[src/rtl/jsp_pkg.sv]
// Shared widths, payload types and FSM encodings for the JTAG serial port.
// Every RTL file except the interfaces imports this package by wildcard.

package jsp_pkg;

  ///////////////////////////////
  // Widths
  ///////////////////////////////

  localparam int BYTE_W    = 8;                     // Serial word, one byte
  localparam int CNT_W     = 4;                     // Byte counts travel as nibbles
  localparam int BIT_CNT_W = 3;                     // Index of a bit inside a byte

  localparam logic [BIT_CNT_W-1:0] BIT_LAST = 3'd7; // Final bit of each byte

  ///////////////////////////////
  // Payload types
  ///////////////////////////////

  typedef logic [BYTE_W-1:0]    byte_t;
  typedef logic [CNT_W-1:0]     count_t;
  typedef logic [BIT_CNT_W-1:0] bit_cnt_t;

  ///////////////////////////////
  // FSM states
  ///////////////////////////////

  // Host-to-target channel
  typedef enum logic [1:0] {
    WR_IDLE   = 2'd0,  // Not selected or after update
    WR_WAIT   = 2'd1,  // Waiting for the '1' start bit
    WR_COUNTS = 2'd2,  // Assembling the count byte
    WR_XFER   = 2'd3   // Assembling data bytes
  } wr_state_e;

  // Target-to-host channel
  typedef enum logic [1:0] {
    RD_IDLE   = 2'd0,
    RD_COUNTS = 2'd1,  // Status byte going out
    RD_RDACK  = 2'd2,  // One shift to ack the byte just loaded
    RD_XFER   = 2'd3   // Rest of a data byte going out
  } rd_state_e;

endpackage

[src/rtl/jsp_if.sv]
// Control bundles between the controller and the two shift paths.
// The controller takes the ctrl modport, the rx or tx path takes path.

// Receive side, host to target
interface jsp_rx_if;

  logic       bit_rst;   // Zero the write bit counter
  logic       bit_en;    // Count one bit and shift TDI in
  logic       bit_last;  // Counter sits on bit 7
  logic [7:0] rx_byte;   // Live TDI on top of seven shifted bits

  modport ctrl (
    output bit_rst,
    output bit_en,
    input  bit_last
  );

  modport path (
    input  bit_rst,
    input  bit_en,
    output bit_last,
    output rx_byte
  );

endinterface

// Transmit side, target to host
interface jsp_tx_if;

  logic bit_rst;     // Zero the read bit counter
  logic bit_en;      // Count one bit out
  logic load;        // Parallel load of the output register
  logic shift;       // Shift right, zero fill
  logic sel_status;  // Load the status byte, else the bus byte
  logic bit_last;

  modport ctrl (
    output bit_rst,
    output bit_en,
    output load,
    output shift,
    output sel_status,
    input  bit_last
  );

  modport path (
    input  bit_rst,
    input  bit_en,
    input  load,
    input  shift,
    input  sel_status,
    output bit_last
  );

endinterface

[src/rtl/jsp_word_counter.sv]
// Loadable down counter for byte counts, used three times at the top.
// Load wins over decrement; zero_o flags an empty count.

module jsp_word_counter import jsp_pkg::*; (
  input  logic   tck_i,
  input  logic   rst_i,
  input  logic   load_i,
  input  logic   dec_i,
  input  count_t value_i,
  output logic   zero_o
);

  count_t cnt_q;

  always_ff @(posedge tck_i or posedge rst_i) begin
    if (rst_i) begin
      cnt_q <= '0;
    end else if (load_i) begin
      cnt_q <= value_i;
    end else if (dec_i) begin
      cnt_q <= cnt_q - 1'b1;  // Controller only decrements when nonzero
    end
  end

  assign zero_o = (cnt_q == '0);

endmodule

[src/rtl/jsp_rx_path.sv]
// Receive path of the write channel.
// Counts bits shifted in and keeps the seven previous TDI bits, so the
// assembled byte is ready in the same cycle as its eighth bit.

module jsp_rx_path import jsp_pkg::*; (
  input  logic   tck_i,
  input  logic   rst_i,
  input  logic   tdi_i,
  jsp_rx_if.path rx
);

  bit_cnt_t          bit_cnt_q;
  logic [BYTE_W-2:0] shreg_q;  // Seven bits, LSB arrived first

  //////////////////////////////
  // Bit counter
  //////////////////////////////

  always_ff @(posedge tck_i or posedge rst_i) begin
    if (rst_i) begin
      bit_cnt_q <= '0;
    end else if (rx.bit_rst) begin
      bit_cnt_q <= '0;  // Reset beats enable on the last bit
    end else if (rx.bit_en) begin
      bit_cnt_q <= bit_cnt_q + 1'b1;
    end
  end

  assign rx.bit_last = (bit_cnt_q == BIT_LAST);

  //////////////////////////////
  // Receive shift register
  //////////////////////////////

  // Shifts right, new bit enters at the top
  always_ff @(posedge tck_i) begin
    if (rx.bit_en) begin
      shreg_q <= {tdi_i, shreg_q[BYTE_W-2:1]};
    end
  end

  // Current TDI completes the byte without waiting a cycle
  assign rx.rx_byte = {tdi_i, shreg_q};

endmodule

[src/rtl/jsp_tx_path.sv]
// Transmit path of the read channel.
// Read bit counter plus the parallel-load output register that drives TDO.
// The register loads either the status byte or the bus byte, then shifts
// out LSB first with zero fill.

module jsp_tx_path import jsp_pkg::*; (
  input  logic   tck_i,
  input  logic   rst_i,
  input  byte_t  rd_byte_i,
  input  count_t bytes_avail_i,
  input  count_t bytes_free_i,
  output logic   tdo_o,
  jsp_tx_if.path tx
);

  bit_cnt_t bit_cnt_q;
  byte_t    out_q;
  byte_t    load_data;

  //////////////////////////////
  // Bit counter
  //////////////////////////////

  always_ff @(posedge tck_i or posedge rst_i) begin
    if (rst_i) begin
      bit_cnt_q <= '0;
    end else if (tx.bit_rst) begin
      bit_cnt_q <= '0;
    end else if (tx.bit_en) begin
      bit_cnt_q <= bit_cnt_q + 1'b1;
    end
  end

  assign tx.bit_last = (bit_cnt_q == BIT_LAST);

  //////////////////////////////
  // Output register
  //////////////////////////////

  // Status is avail in the high nibble, free in the low nibble
  assign load_data = tx.sel_status ? {bytes_avail_i, bytes_free_i} : rd_byte_i;

  always_ff @(posedge tck_i or posedge rst_i) begin
    if (rst_i) begin
      out_q <= '0;  // TDO low out of reset
    end else if (tx.load) begin
      out_q <= load_data;
    end else if (tx.shift) begin
      out_q <= {1'b0, out_q[BYTE_W-1:1]};
    end
  end

  assign tdo_o = out_q[0];  // LSB first

endmodule

[src/rtl/jsp_ctrl.sv]
// Write and read state machines of the JTAG serial port.
// Turns TAP levels into bit counter, shift register and word counter
// enables, and issues the one-cycle bus strobes. All count-zero gating
// is decided here.

module jsp_ctrl import jsp_pkg::*; (
  input  logic   tck_i,
  input  logic   rst_i,
  input  logic   tdi_i,
  input  logic   capture_dr_i,
  input  logic   shift_dr_i,
  input  logic   update_dr_i,
  input  logic   module_select_i,
  jsp_rx_if.ctrl rx,
  jsp_tx_if.ctrl tx,
  output logic   space_load_o,  // Free space in bus side
  output logic   space_dec_o,
  input  logic   space_zero_i,
  output logic   out_load_o,    // Bytes available from bus side
  output logic   out_dec_o,
  input  logic   out_zero_i,
  output logic   user_load_o,   // Bytes the host means to send
  output logic   user_dec_o,
  input  logic   user_zero_i,
  output logic   wr_strobe_o,
  output logic   rd_strobe_o
);

  wr_state_e wr_state_q, wr_state_d;
  rd_state_e rd_state_q, rd_state_d;

  //////////////////////////////
  // Write channel
  //////////////////////////////

  always_ff @(posedge tck_i or posedge rst_i) begin
    if (rst_i) begin
      wr_state_q <= WR_IDLE;
    end else begin
      wr_state_q <= wr_state_d;
    end
  end

  always_comb begin
    wr_state_d   = wr_state_q;
    rx.bit_rst   = 1'b0;
    rx.bit_en    = 1'b0;
    space_load_o = 1'b0;
    space_dec_o  = 1'b0;
    user_load_o  = 1'b0;
    user_dec_o   = 1'b0;
    wr_strobe_o  = 1'b0;
    case (wr_state_q)
      WR_IDLE: begin
        if (module_select_i && capture_dr_i) begin
          wr_state_d   = WR_WAIT;
          rx.bit_rst   = 1'b1;
          space_load_o = 1'b1;  // Snapshot of free space
        end
      end
      WR_WAIT: begin
        if (update_dr_i) begin
          wr_state_d = WR_IDLE;
        end else if (module_select_i && tdi_i) begin
          wr_state_d = WR_COUNTS;  // Start bit seen, not counted
        end
      end
      WR_COUNTS: begin
        if (update_dr_i) begin
          wr_state_d = WR_IDLE;
        end else if (shift_dr_i) begin  // Pause holds everything
          rx.bit_en = 1'b1;
          if (rx.bit_last) begin
            rx.bit_rst  = 1'b1;
            user_load_o = 1'b1;  // High nibble of the count byte
            wr_state_d  = WR_XFER;
          end
        end
      end
      WR_XFER: begin
        if (update_dr_i) begin
          wr_state_d = WR_IDLE;
        end else if (shift_dr_i) begin
          rx.bit_en = 1'b1;
          if (rx.bit_last) begin
            rx.bit_rst = 1'b1;
            // Host and bus side must both still have room
            if (!(space_zero_i || user_zero_i)) begin
              wr_strobe_o = 1'b1;
              space_dec_o = 1'b1;
              user_dec_o  = 1'b1;
            end
          end
        end
      end
      default: wr_state_d = WR_IDLE;
    endcase
  end

  //////////////////////////////
  // Read channel
  //////////////////////////////

  always_ff @(posedge tck_i or posedge rst_i) begin
    if (rst_i) begin
      rd_state_q <= RD_IDLE;
    end else begin
      rd_state_q <= rd_state_d;
    end
  end

  always_comb begin
    rd_state_d    = rd_state_q;
    tx.bit_rst    = 1'b0;
    tx.bit_en     = 1'b0;
    tx.load       = 1'b0;
    tx.shift      = 1'b0;
    tx.sel_status = 1'b0;
    out_load_o    = 1'b0;
    out_dec_o     = 1'b0;
    rd_strobe_o   = 1'b0;
    case (rd_state_q)
      RD_IDLE: begin
        if (module_select_i && capture_dr_i) begin
          rd_state_d    = RD_COUNTS;
          tx.bit_rst    = 1'b1;
          tx.load       = 1'b1;
          tx.sel_status = 1'b1;  // Status byte first
          out_load_o    = 1'b1;
        end
      end
      RD_COUNTS: begin
        if (update_dr_i) begin
          rd_state_d = RD_IDLE;
        end else if (shift_dr_i) begin
          tx.bit_en = 1'b1;
          tx.shift  = 1'b1;
          if (tx.bit_last) begin
            tx.bit_rst = 1'b1;
            if (!out_zero_i) begin
              tx.load    = 1'b1;  // Load wins over the shift
              rd_state_d = RD_RDACK;
            end else begin
              rd_state_d = RD_XFER;  // Nothing to send, zeros follow
            end
          end
        end
      end
      RD_RDACK: begin
        if (update_dr_i) begin
          rd_state_d = RD_IDLE;
        end else if (shift_dr_i) begin
          tx.bit_en   = 1'b1;
          tx.shift    = 1'b1;
          rd_strobe_o = !out_zero_i;  // Ack the byte now in the register
          rd_state_d  = RD_XFER;
        end
      end
      RD_XFER: begin
        if (update_dr_i) begin
          rd_state_d = RD_IDLE;
        end else if (shift_dr_i) begin
          tx.bit_en = 1'b1;
          tx.shift  = 1'b1;
          if (tx.bit_last) begin
            tx.bit_rst = 1'b1;
            if (!out_zero_i) begin
              tx.load    = 1'b1;
              out_dec_o  = 1'b1;
              rd_state_d = RD_RDACK;
            end
          end
        end
      end
      default: rd_state_d = RD_IDLE;
    endcase
  end

endmodule

[src/rtl/jsp_top.sv]
// Top level of the JTAG serial port.
// Takes the TAP levels and TDI on the TCK side and offers plain byte,
// count and strobe ports to the bus side. The bus side latches wr_byte_o
// on wr_strobe_o and advances rd_byte_i on rd_strobe_o.

module jsp_top import jsp_pkg::*; (
  input  logic   tck_i,
  input  logic   rst_i,
  input  logic   tdi_i,
  input  logic   capture_dr_i,
  input  logic   shift_dr_i,
  input  logic   update_dr_i,
  input  logic   module_select_i,
  input  byte_t  rd_byte_i,      // Byte presented by the bus side
  input  count_t bytes_avail_i,  // Bytes waiting for the host
  input  count_t bytes_free_i,   // Room for host bytes
  output logic   tdo_o,
  output byte_t  wr_byte_o,
  output logic   wr_strobe_o,
  output logic   rd_strobe_o
);

  jsp_rx_if rx_if ();
  jsp_tx_if tx_if ();

  // Word counter handshakes
  logic space_load, space_dec, space_zero;
  logic out_load, out_dec, out_zero;
  logic user_load, user_dec, user_zero;

  //////////////////////////////
  // Control
  //////////////////////////////

  jsp_ctrl ctrl_inst (
    .tck_i           (tck_i),
    .rst_i           (rst_i),
    .tdi_i           (tdi_i),
    .capture_dr_i    (capture_dr_i),
    .shift_dr_i      (shift_dr_i),
    .update_dr_i     (update_dr_i),
    .module_select_i (module_select_i),
    .rx              (rx_if.ctrl),
    .tx              (tx_if.ctrl),
    .space_load_o    (space_load),
    .space_dec_o     (space_dec),
    .space_zero_i    (space_zero),
    .out_load_o      (out_load),
    .out_dec_o       (out_dec),
    .out_zero_i      (out_zero),
    .user_load_o     (user_load),
    .user_dec_o      (user_dec),
    .user_zero_i     (user_zero),
    .wr_strobe_o     (wr_strobe_o),
    .rd_strobe_o     (rd_strobe_o)
  );

  //////////////////////////////
  // Shift paths
  //////////////////////////////

  jsp_rx_path rx_path_inst (
    .tck_i (tck_i),
    .rst_i (rst_i),
    .tdi_i (tdi_i),
    .rx    (rx_if.path)
  );

  jsp_tx_path tx_path_inst (
    .tck_i         (tck_i),
    .rst_i         (rst_i),
    .rd_byte_i     (rd_byte_i),
    .bytes_avail_i (bytes_avail_i),
    .bytes_free_i  (bytes_free_i),
    .tdo_o         (tdo_o),
    .tx            (tx_if.path)
  );

  assign wr_byte_o = rx_if.rx_byte;

  //////////////////////////////
  // Word counters
  //////////////////////////////

  jsp_word_counter space_cnt_inst (
    .tck_i (tck_i), .rst_i (rst_i),
    .load_i (space_load), .dec_i (space_dec),
    .value_i (bytes_free_i), .zero_o (space_zero)
  );

  jsp_word_counter out_cnt_inst (
    .tck_i (tck_i), .rst_i (rst_i),
    .load_i (out_load), .dec_i (out_dec),
    .value_i (bytes_avail_i), .zero_o (out_zero)
  );

  // Host count is the high nibble of the first assembled byte
  jsp_word_counter user_cnt_inst (
    .tck_i (tck_i), .rst_i (rst_i),
    .load_i (user_load), .dec_i (user_dec),
    .value_i (rx_if.rx_byte[BYTE_W-1 -: CNT_W]), .zero_o (user_zero)
  );

endmodule

[config.mk]
export PLATFORM = sky130hd
export DESIGN_NAME = jsp_top
export DESIGN_NICKNAME = d
export VERILOG_FILES = /design/src/rtl/jsp_pkg.sv /design/src/rtl/jsp_if.sv /design/src/rtl/jsp_word_counter.sv /design/src/rtl/jsp_rx_path.sv /design/src/rtl/jsp_tx_path.sv /design/src/rtl/jsp_ctrl.sv /design/src/rtl/jsp_top.sv
export SDC_FILE = /design/constraint.sdc
export NUM_CORES = 1
export LEC_CHECK = 0
export ABC_CLOCK_PERIOD_IN_PS = 1800
export BUFFER_PORTS_ARGS = -buffer_cell sky130_fd_sc_hd__buf_2
export CAP_MARGIN = 20
export CORE_ASPECT_RATIO = 1.25
export CORE_UTILIZATION = 52
export CTS_BUF_LIST = sky130_fd_sc_hd__clkbuf_2
export DETAILED_ROUTE_END_ITERATION = 10
export GPL_TIMING_DRIVEN = 1
export PLACE_DENSITY = 0.78
export SLEW_MARGIN = 20
export SYNTH_ARGS = -nofsm -noshare
export SYNTH_HDL_FRONTEND = slang
export SYNTH_SLANG_ARGS = --single-unit
[constraint.sdc]
create_clock -name tck_i -period 1.8 [get_ports tck_i]
set_input_delay 0.18 -clock tck_i [delete_from_list [all_inputs] [get_ports tck_i]]
set_output_delay 0.18 -clock tck_i [all_outputs]
set_load 0.05 [all_outputs]
# Word level (Yosys, flattened, before mapping)
# Cells that the tools add are included.
dict set report classes {
  n_addsub 5
  eq_ne 20
  muxes 62
  n_reduce_logical 20
}
# cell n
set op_table {}
lappend op_table {{2-bit two-way mux} 16}
lappend op_table {{1-bit two-way mux} 28}
lappend op_table {{4-bit two-way mux} 6}
lappend op_table {{8-bit two-way mux} 3}
lappend op_table {{2-bit one-hot mux with 4 select lines} 2}
lappend op_table {{3-bit != test (second input constant)} 5}
lappend op_table {{4-bit zero test} 3}
lappend op_table {{3-bit two-way mux} 4}
lappend op_table {{3-bit by 2-bit != test with 1-bit output (second input constant)} 4}
lappend op_table {{2-bit nonzero test} 6}
lappend op_table {{4-bit by 1-bit subtractor with 4-bit output (second input constant)} 3}
lappend op_table {{2-bit == test (second input constant)} 4}
lappend op_table {{7-bit AND reduction} 1}
lappend op_table {{3-bit by 1-bit adder with 3-bit output (second input constant)} 2}
lappend op_table {{3-bit == test (second input constant)} 2}
lappend op_table {{1-bit one-hot mux with 2 select lines} 3}
lappend op_table {{5-bit AND reduction} 1}
lappend op_table {{2-bit by 1-bit == test with 1-bit output (second input constant)} 2}
lappend op_table {{2-bit zero test} 2}
lappend op_table {{2-bit by 1-bit != test with 1-bit output (second input constant)} 2}
lappend op_table {{2-bit OR reduction} 2}
lappend op_table {{3-bit OR reduction} 1}
lappend op_table {{1-bit logical AND} 2}
lappend op_table {{2-bit != test (second input constant)} 1}
lappend op_table {{other kinds (2)} 2}
dict set report word_totals {
  reg_bits 37
  in_bits 23
  wordCells 116
}

# Logic depth before layout (Yosys ltp)
dict set report logic_depth {
  word_depth 9
  depth_mapped 8
  depth_no_buf 7
}

# By module
# A second synthesis with hierarchy kept.
dict set report unflattened {
  hier_cells 178
  hier_area_um2 1999.4
}
# mod instances cells_per_inst area_per_inst_um2
set modules_own_cells {}
lappend modules_own_cells {jsp_word_counter 3 23 231.5}
lappend modules_own_cells {jsp_tx_path 1 47 604.3}
lappend modules_own_cells {jsp_rx_path 1 20 361.6}
lappend modules_own_cells {jsp_ctrl 1 42 339.1}

# Worst setup path after synthesis
# OpenSTA, ideal clock, no wires.
dict set report synth_timing {
  path_kind {flip-flop to flip-flop}
  start {register user_cnt_inst.cnt_q[0]}
  end {register space_cnt_inst.cnt_q[0]}
  setup_ns 0.139
  arrival_time_ns 1.767
  required_time_ns 1.661
  path_slack_ns -0.106
  path_stages_with_launch 8
  n_path_buf 0
  synth_period_minus_slack_ns 1.906
  cell_sequence {dfrtp_1 inv_1 ha_1 or3b_2 nand4_4 inv_1 xnor2_1 o21ai_1}
}
dict set report synth_between {
  elab_chain_len 8
}
# element line_no
set synth_lines {}
lappend synth_lines {{start, declared} jsp_word_counter.sv:13} ;# count_t cnt_q;
lappend synth_lines {{start signal, assigned} jsp_word_counter.sv:19} ;# cnt_q <= value_i;
lappend synth_lines {{start signal, assigned} jsp_word_counter.sv:21} ;# cnt_q <= cnt_q - 1'b1;
lappend synth_lines {{4-bit zero test} jsp_word_counter.sv:25} ;# assign zero_o = (cnt_q == '0);
lappend synth_lines {{1-bit logical OR} jsp_ctrl.sv:88} ;# if (!(space_zero_i || user_zero_i)) begin
lappend synth_lines {{1-bit two-way mux (5 in series)} n/a}
lappend synth_lines {{named net wr_strobe_o} jsp_top.sv:19} ;# output logic wr_strobe_o,
lappend synth_lines {{2-bit nonzero test (no source line)} n/a}
lappend synth_lines {{end signal, assigned} jsp_word_counter.sv:19}
lappend synth_lines {{end signal, assigned} jsp_word_counter.sv:21}
lappend synth_lines {{end, declared} jsp_word_counter.sv:13}
# The timed path passes the listed nets, and every way through them passes these cells.
# A chain may end at the register's enable or synchronous reset.

# Final worst setup path
dict set report layout_timing {
  start {register space_cnt_inst.cnt_q[1]}
  end {output wr_strobe_o}
}
dict set report layout_between {
  elab_chain_len 7
}
# element line_no
set layout_lines {}
lappend layout_lines {{4-bit zero test} jsp_word_counter.sv:25}
lappend layout_lines {{1-bit logical OR} jsp_ctrl.sv:88}
lappend layout_lines {{1-bit two-way mux} jsp_ctrl.sv:88}
lappend layout_lines {{1-bit two-way mux} jsp_ctrl.sv:85} ;# if (rx.bit_last) begin
lappend layout_lines {{1-bit two-way mux} jsp_ctrl.sv:83} ;# end else if (shift_dr_i) begin
lappend layout_lines {{1-bit two-way mux} jsp_ctrl.sv:81} ;# if (update_dr_i) begin
lappend layout_lines {{1-bit two-way mux} jsp_ctrl.sv:53} ;# case (wr_state_q)
lappend layout_lines {{end, declared} jsp_top.sv:19}
# No other way between the ends.

==> impl_metrics.yaml <==
place:
  numPortBuffers: 33
  dpl-instance-area_mm2: 0.00217
  gp_congestion: 0.813
  place_hpwl_mm: 2.97
  dp_cells: 269
finish:
  drive_above_1_share_pct: 32.1
  final_cell_mix: "buf_2 (31), dfrtp_1 (30), nand2_1 (25), buf_4 (24), nand3_1 (23)"
  syn2layout_area_growth_pct: 31.3
  num-fill-cells: 264
  fin_area_mm2: 0.00250
  finalNonFillerCells: 304
  antenna_cells: 0
  layout_commonest_cell: "buf_2"
  fin_nets: 294
logic_synthesis:
  ys_types: 47
  synth-simple-area-share_pct: 26.2
  synth_mux_area_share_pct: 0.525
  synth-edff-count: 7
  syn_area_per_cell_um2: 9.83
  synthCells: 194
  synth_xor_area_share_pct: 1.38
  synth_top_area_share_pct: 39.4
  syn-cell-area_mm2: 0.00191
  ys_ff_latch: 37
  synth_top_family_by_area: "simple AND/OR/NAND/NOR gates"
  synth_top_area_cell: "dfrtp_1"
  synth_compound_area_share_pct: 12.4
  synth_nets: 224
  synthArstFlopShare_pct: 81.1
  synth-adder-area-share_pct: 4.59
  yosys-top-cells-area: "dfrtp_1 (39%), edfxtp_1 (11%), nand3_1 (6.3%), nand2_1 (4.9%), ha_1 (4.6%)"
  synth_ff_type: "dfrtp_1"
  yosys_warnings: 0
  ys_seq_area_share_pct: 50.4
power_and_ir_drop:
  power.density_mw_per_mm2: 852
  worst_ir_drop_vdd_mv: 0.683
  leakagePower_uw: 0.00116
  finalPower_uw: 2130
route:
  drt.antenna.violating_nets: 0
  via_per_inst: 5.63
  firstDrtPassIters: 4
  drtIter0Drc: 55
  postRouteWirelength_mm: 4.46
  wl_per_cell_um: 14.7
  via_count: 1713
  drc_errors: 0
worst_hold_path:
  hold_path_class: "primary input to flip-flop"
setup_path:
  slowest_delay_ps: 440
  worstPathMaxFanout: 2
  worstPathArrival_ps: 1830
  critPathLaunchType: "flip-flop"
  setup.worst_path.class: "flip-flop to output pin"
  crit_required_ps: 1620
  slowest_stage: "dfrtp_1"
  crit_chain: "inv_2 > ha_4 > or3b_4 > nand4_4 > clkinvlp_4 > buf_8"
  end_kind: "output pin"
sta:
  worst_pin_slew_ps: 409
  period_minus_slack_ps: 2010
  drv_slew: 0
  setup_ws_ps: -208
  fmax_mhz: 498
  clock_skew_ps: 20.0
  final_hold_viol_count: 0
  slew_headroom_pct: 72.4
  grt_setup_unrepaired: "yes"
  finalSetupViolations: 7
  finalCritPeriodShare_pct: 112
cts:
  clk_latency_ps: 400
  h-tree-depth: 2
  cts_tree: "yes"
  cts_made_buffers: 5
  ctsLongestPathBuffers: 2
  clockRootBuffer: "clkbuf_2"
  cts_sinks: 37
  cts.clk_slew.worst_paths_ps: 190
global_routing:
  grt.total_usage_pct: 24.8
  grt_antenna_before_repair: 0
  grt_pass1_vias: 1773
  grt_pass1_wl_mm: 7.57
  grt_max_degree: 31
  overflow: 0
floorplanning:
  dieArea_mm2: 0.00391
  rows: 24
  die_height_um: 69.7
  ios: 34
  die_w_um: 56.2
  start_util_pct: 54.7
  coreArea_mm2: 0.00348
outcome:
  status: "finished with violations"
  violations: "negative setup slack"
job:
  drv_cap: 0
==> power breakdown <==
part / switching, uW / internal, uW / leakage [uW]
Combinational: 308 / 329 / 0.000685
Sequential: 134 / 999 / 0.000449
Clock: 279 / 84.9 / 0.0000278
Total: 721 / 1410 / 0.00116
==> state kept, by name, indices dropped and copies added, names as in the netlist <==
signal                  count
ctrl_inst.rd_state_q        2
ctrl_inst.wr_state_q        2
out_cnt_inst.cnt_q          4
rx_path_inst.bit_cnt_q      3
rx_path_inst.shreg_q        7
space_cnt_inst.cnt_q        4
tx_path_inst.bit_cnt_q      3
tx_path_inst.out_q          8
user_cnt_inst.cnt_q         4
==> critical path, delay by kind of cell, from the launching register on <==
family / cells / cell delay, ps
flops: 1 / 440
simple gates: 2 / 520
buf+inv: 3 / 340
fa+ha+maj: 1 / 120
==> kinds of logic after synthesis <==
group,after synthesis
mux,1
flops,37
fa+ha+maj,7
simple gates,93
xor+xnor,3
buf+inv,18
compound gates,35
==> stage by stage <==
| step | utilization, % | worst slack, ps | TNS, ps | hold slack, ps |
|---|---|---|---|---|
| after detailed placement | 62.3 | -13.8 | -13.8 | 288 |
| after global placement | 62.3 | 68.9 | 0 | 278 |
| after floorplan | - | -69.6 | -69.6 | 243 |
| after CTS | 70.7 | -200 | -317 | 0.256 |
| after global routing | 71.9 | -308 | -1370 | 12.9 |
| final | 71.9 | -208 | -495 | 22.8 |
==> synth_stat cells (2+ instances only) <==
cell / instances
nand2_1: 25
nand3_1: 24
o211ai_1: 3
inv_1: 12
xnor2_1: 2
buf_2: 3
nand3b_1: 2
or3b_2: 3
nor2_1: 15
buf_4: 2
edfxtp_1: 7
a21oi_1: 12
nand4_1: 4
nor3_1: 2
ha_1: 7
a31oi_1: 2
dfrtp_1: 30
o31ai_1: 2
a22oi_1: 5
nor3b_1: 4
nor2b_1: 2
==> final timing paths <==
kind                       cells after the start                       from  slack, ps                 endpoint
setup reg to reg                               8  rx_path_inst.bit_cnt_q[1]       -130   user_cnt_inst.cnt_q[3]
hold reg to reg                                0    rx_path_inst.shreg_q[3]        490  rx_path_inst.shreg_q[2]
setup / recovery                               6    space_cnt_inst.cnt_q[1]       -210              wr_strobe_o
max in group asynchronous                      4                      rst_i       1110    tx_path_inst.out_q[1]
min in group asynchronous                      4                      rst_i        390   user_cnt_inst.cnt_q[3]
hold / removal                                 2                update_dr_i         20  ctrl_inst.rd_state_q[1]
==> metal layers <==
layer	routed length, um	vias to the layer above	track usage, %
li1	-	845	-
met4	85	0	9.49
met5	0	-	0
met2	2300	44	43.9
met1	1890	816	29.1
met3	183	8	5.22
==> what timing repair did <==
action | CTS | global route
endpoints found under the hold margin | 40 | 1
setup buffers | 12 | 3
gates resized for setup | 17 | 4
hold buffers | 11 | 1
endpoints found under the setup margin | 3 | 9
pin swaps | 7 | 6
==> final cells by class <==
class / count / area [um2] / area share, %
multi-input combinational: 139 / 926 / 37.0
inverter: 12 / 48.8 / 1.95
tap: 39 / 48.8 / 1.95
sequential: 37 / 961 / 38.4
timing repair buffer: 69 / 482 / 19.2
clock inverter: 3 / 12.5 / 0.500
clock buffer: 5 / 25.0 / 1.00
Power figures use the tool's default switching activity.
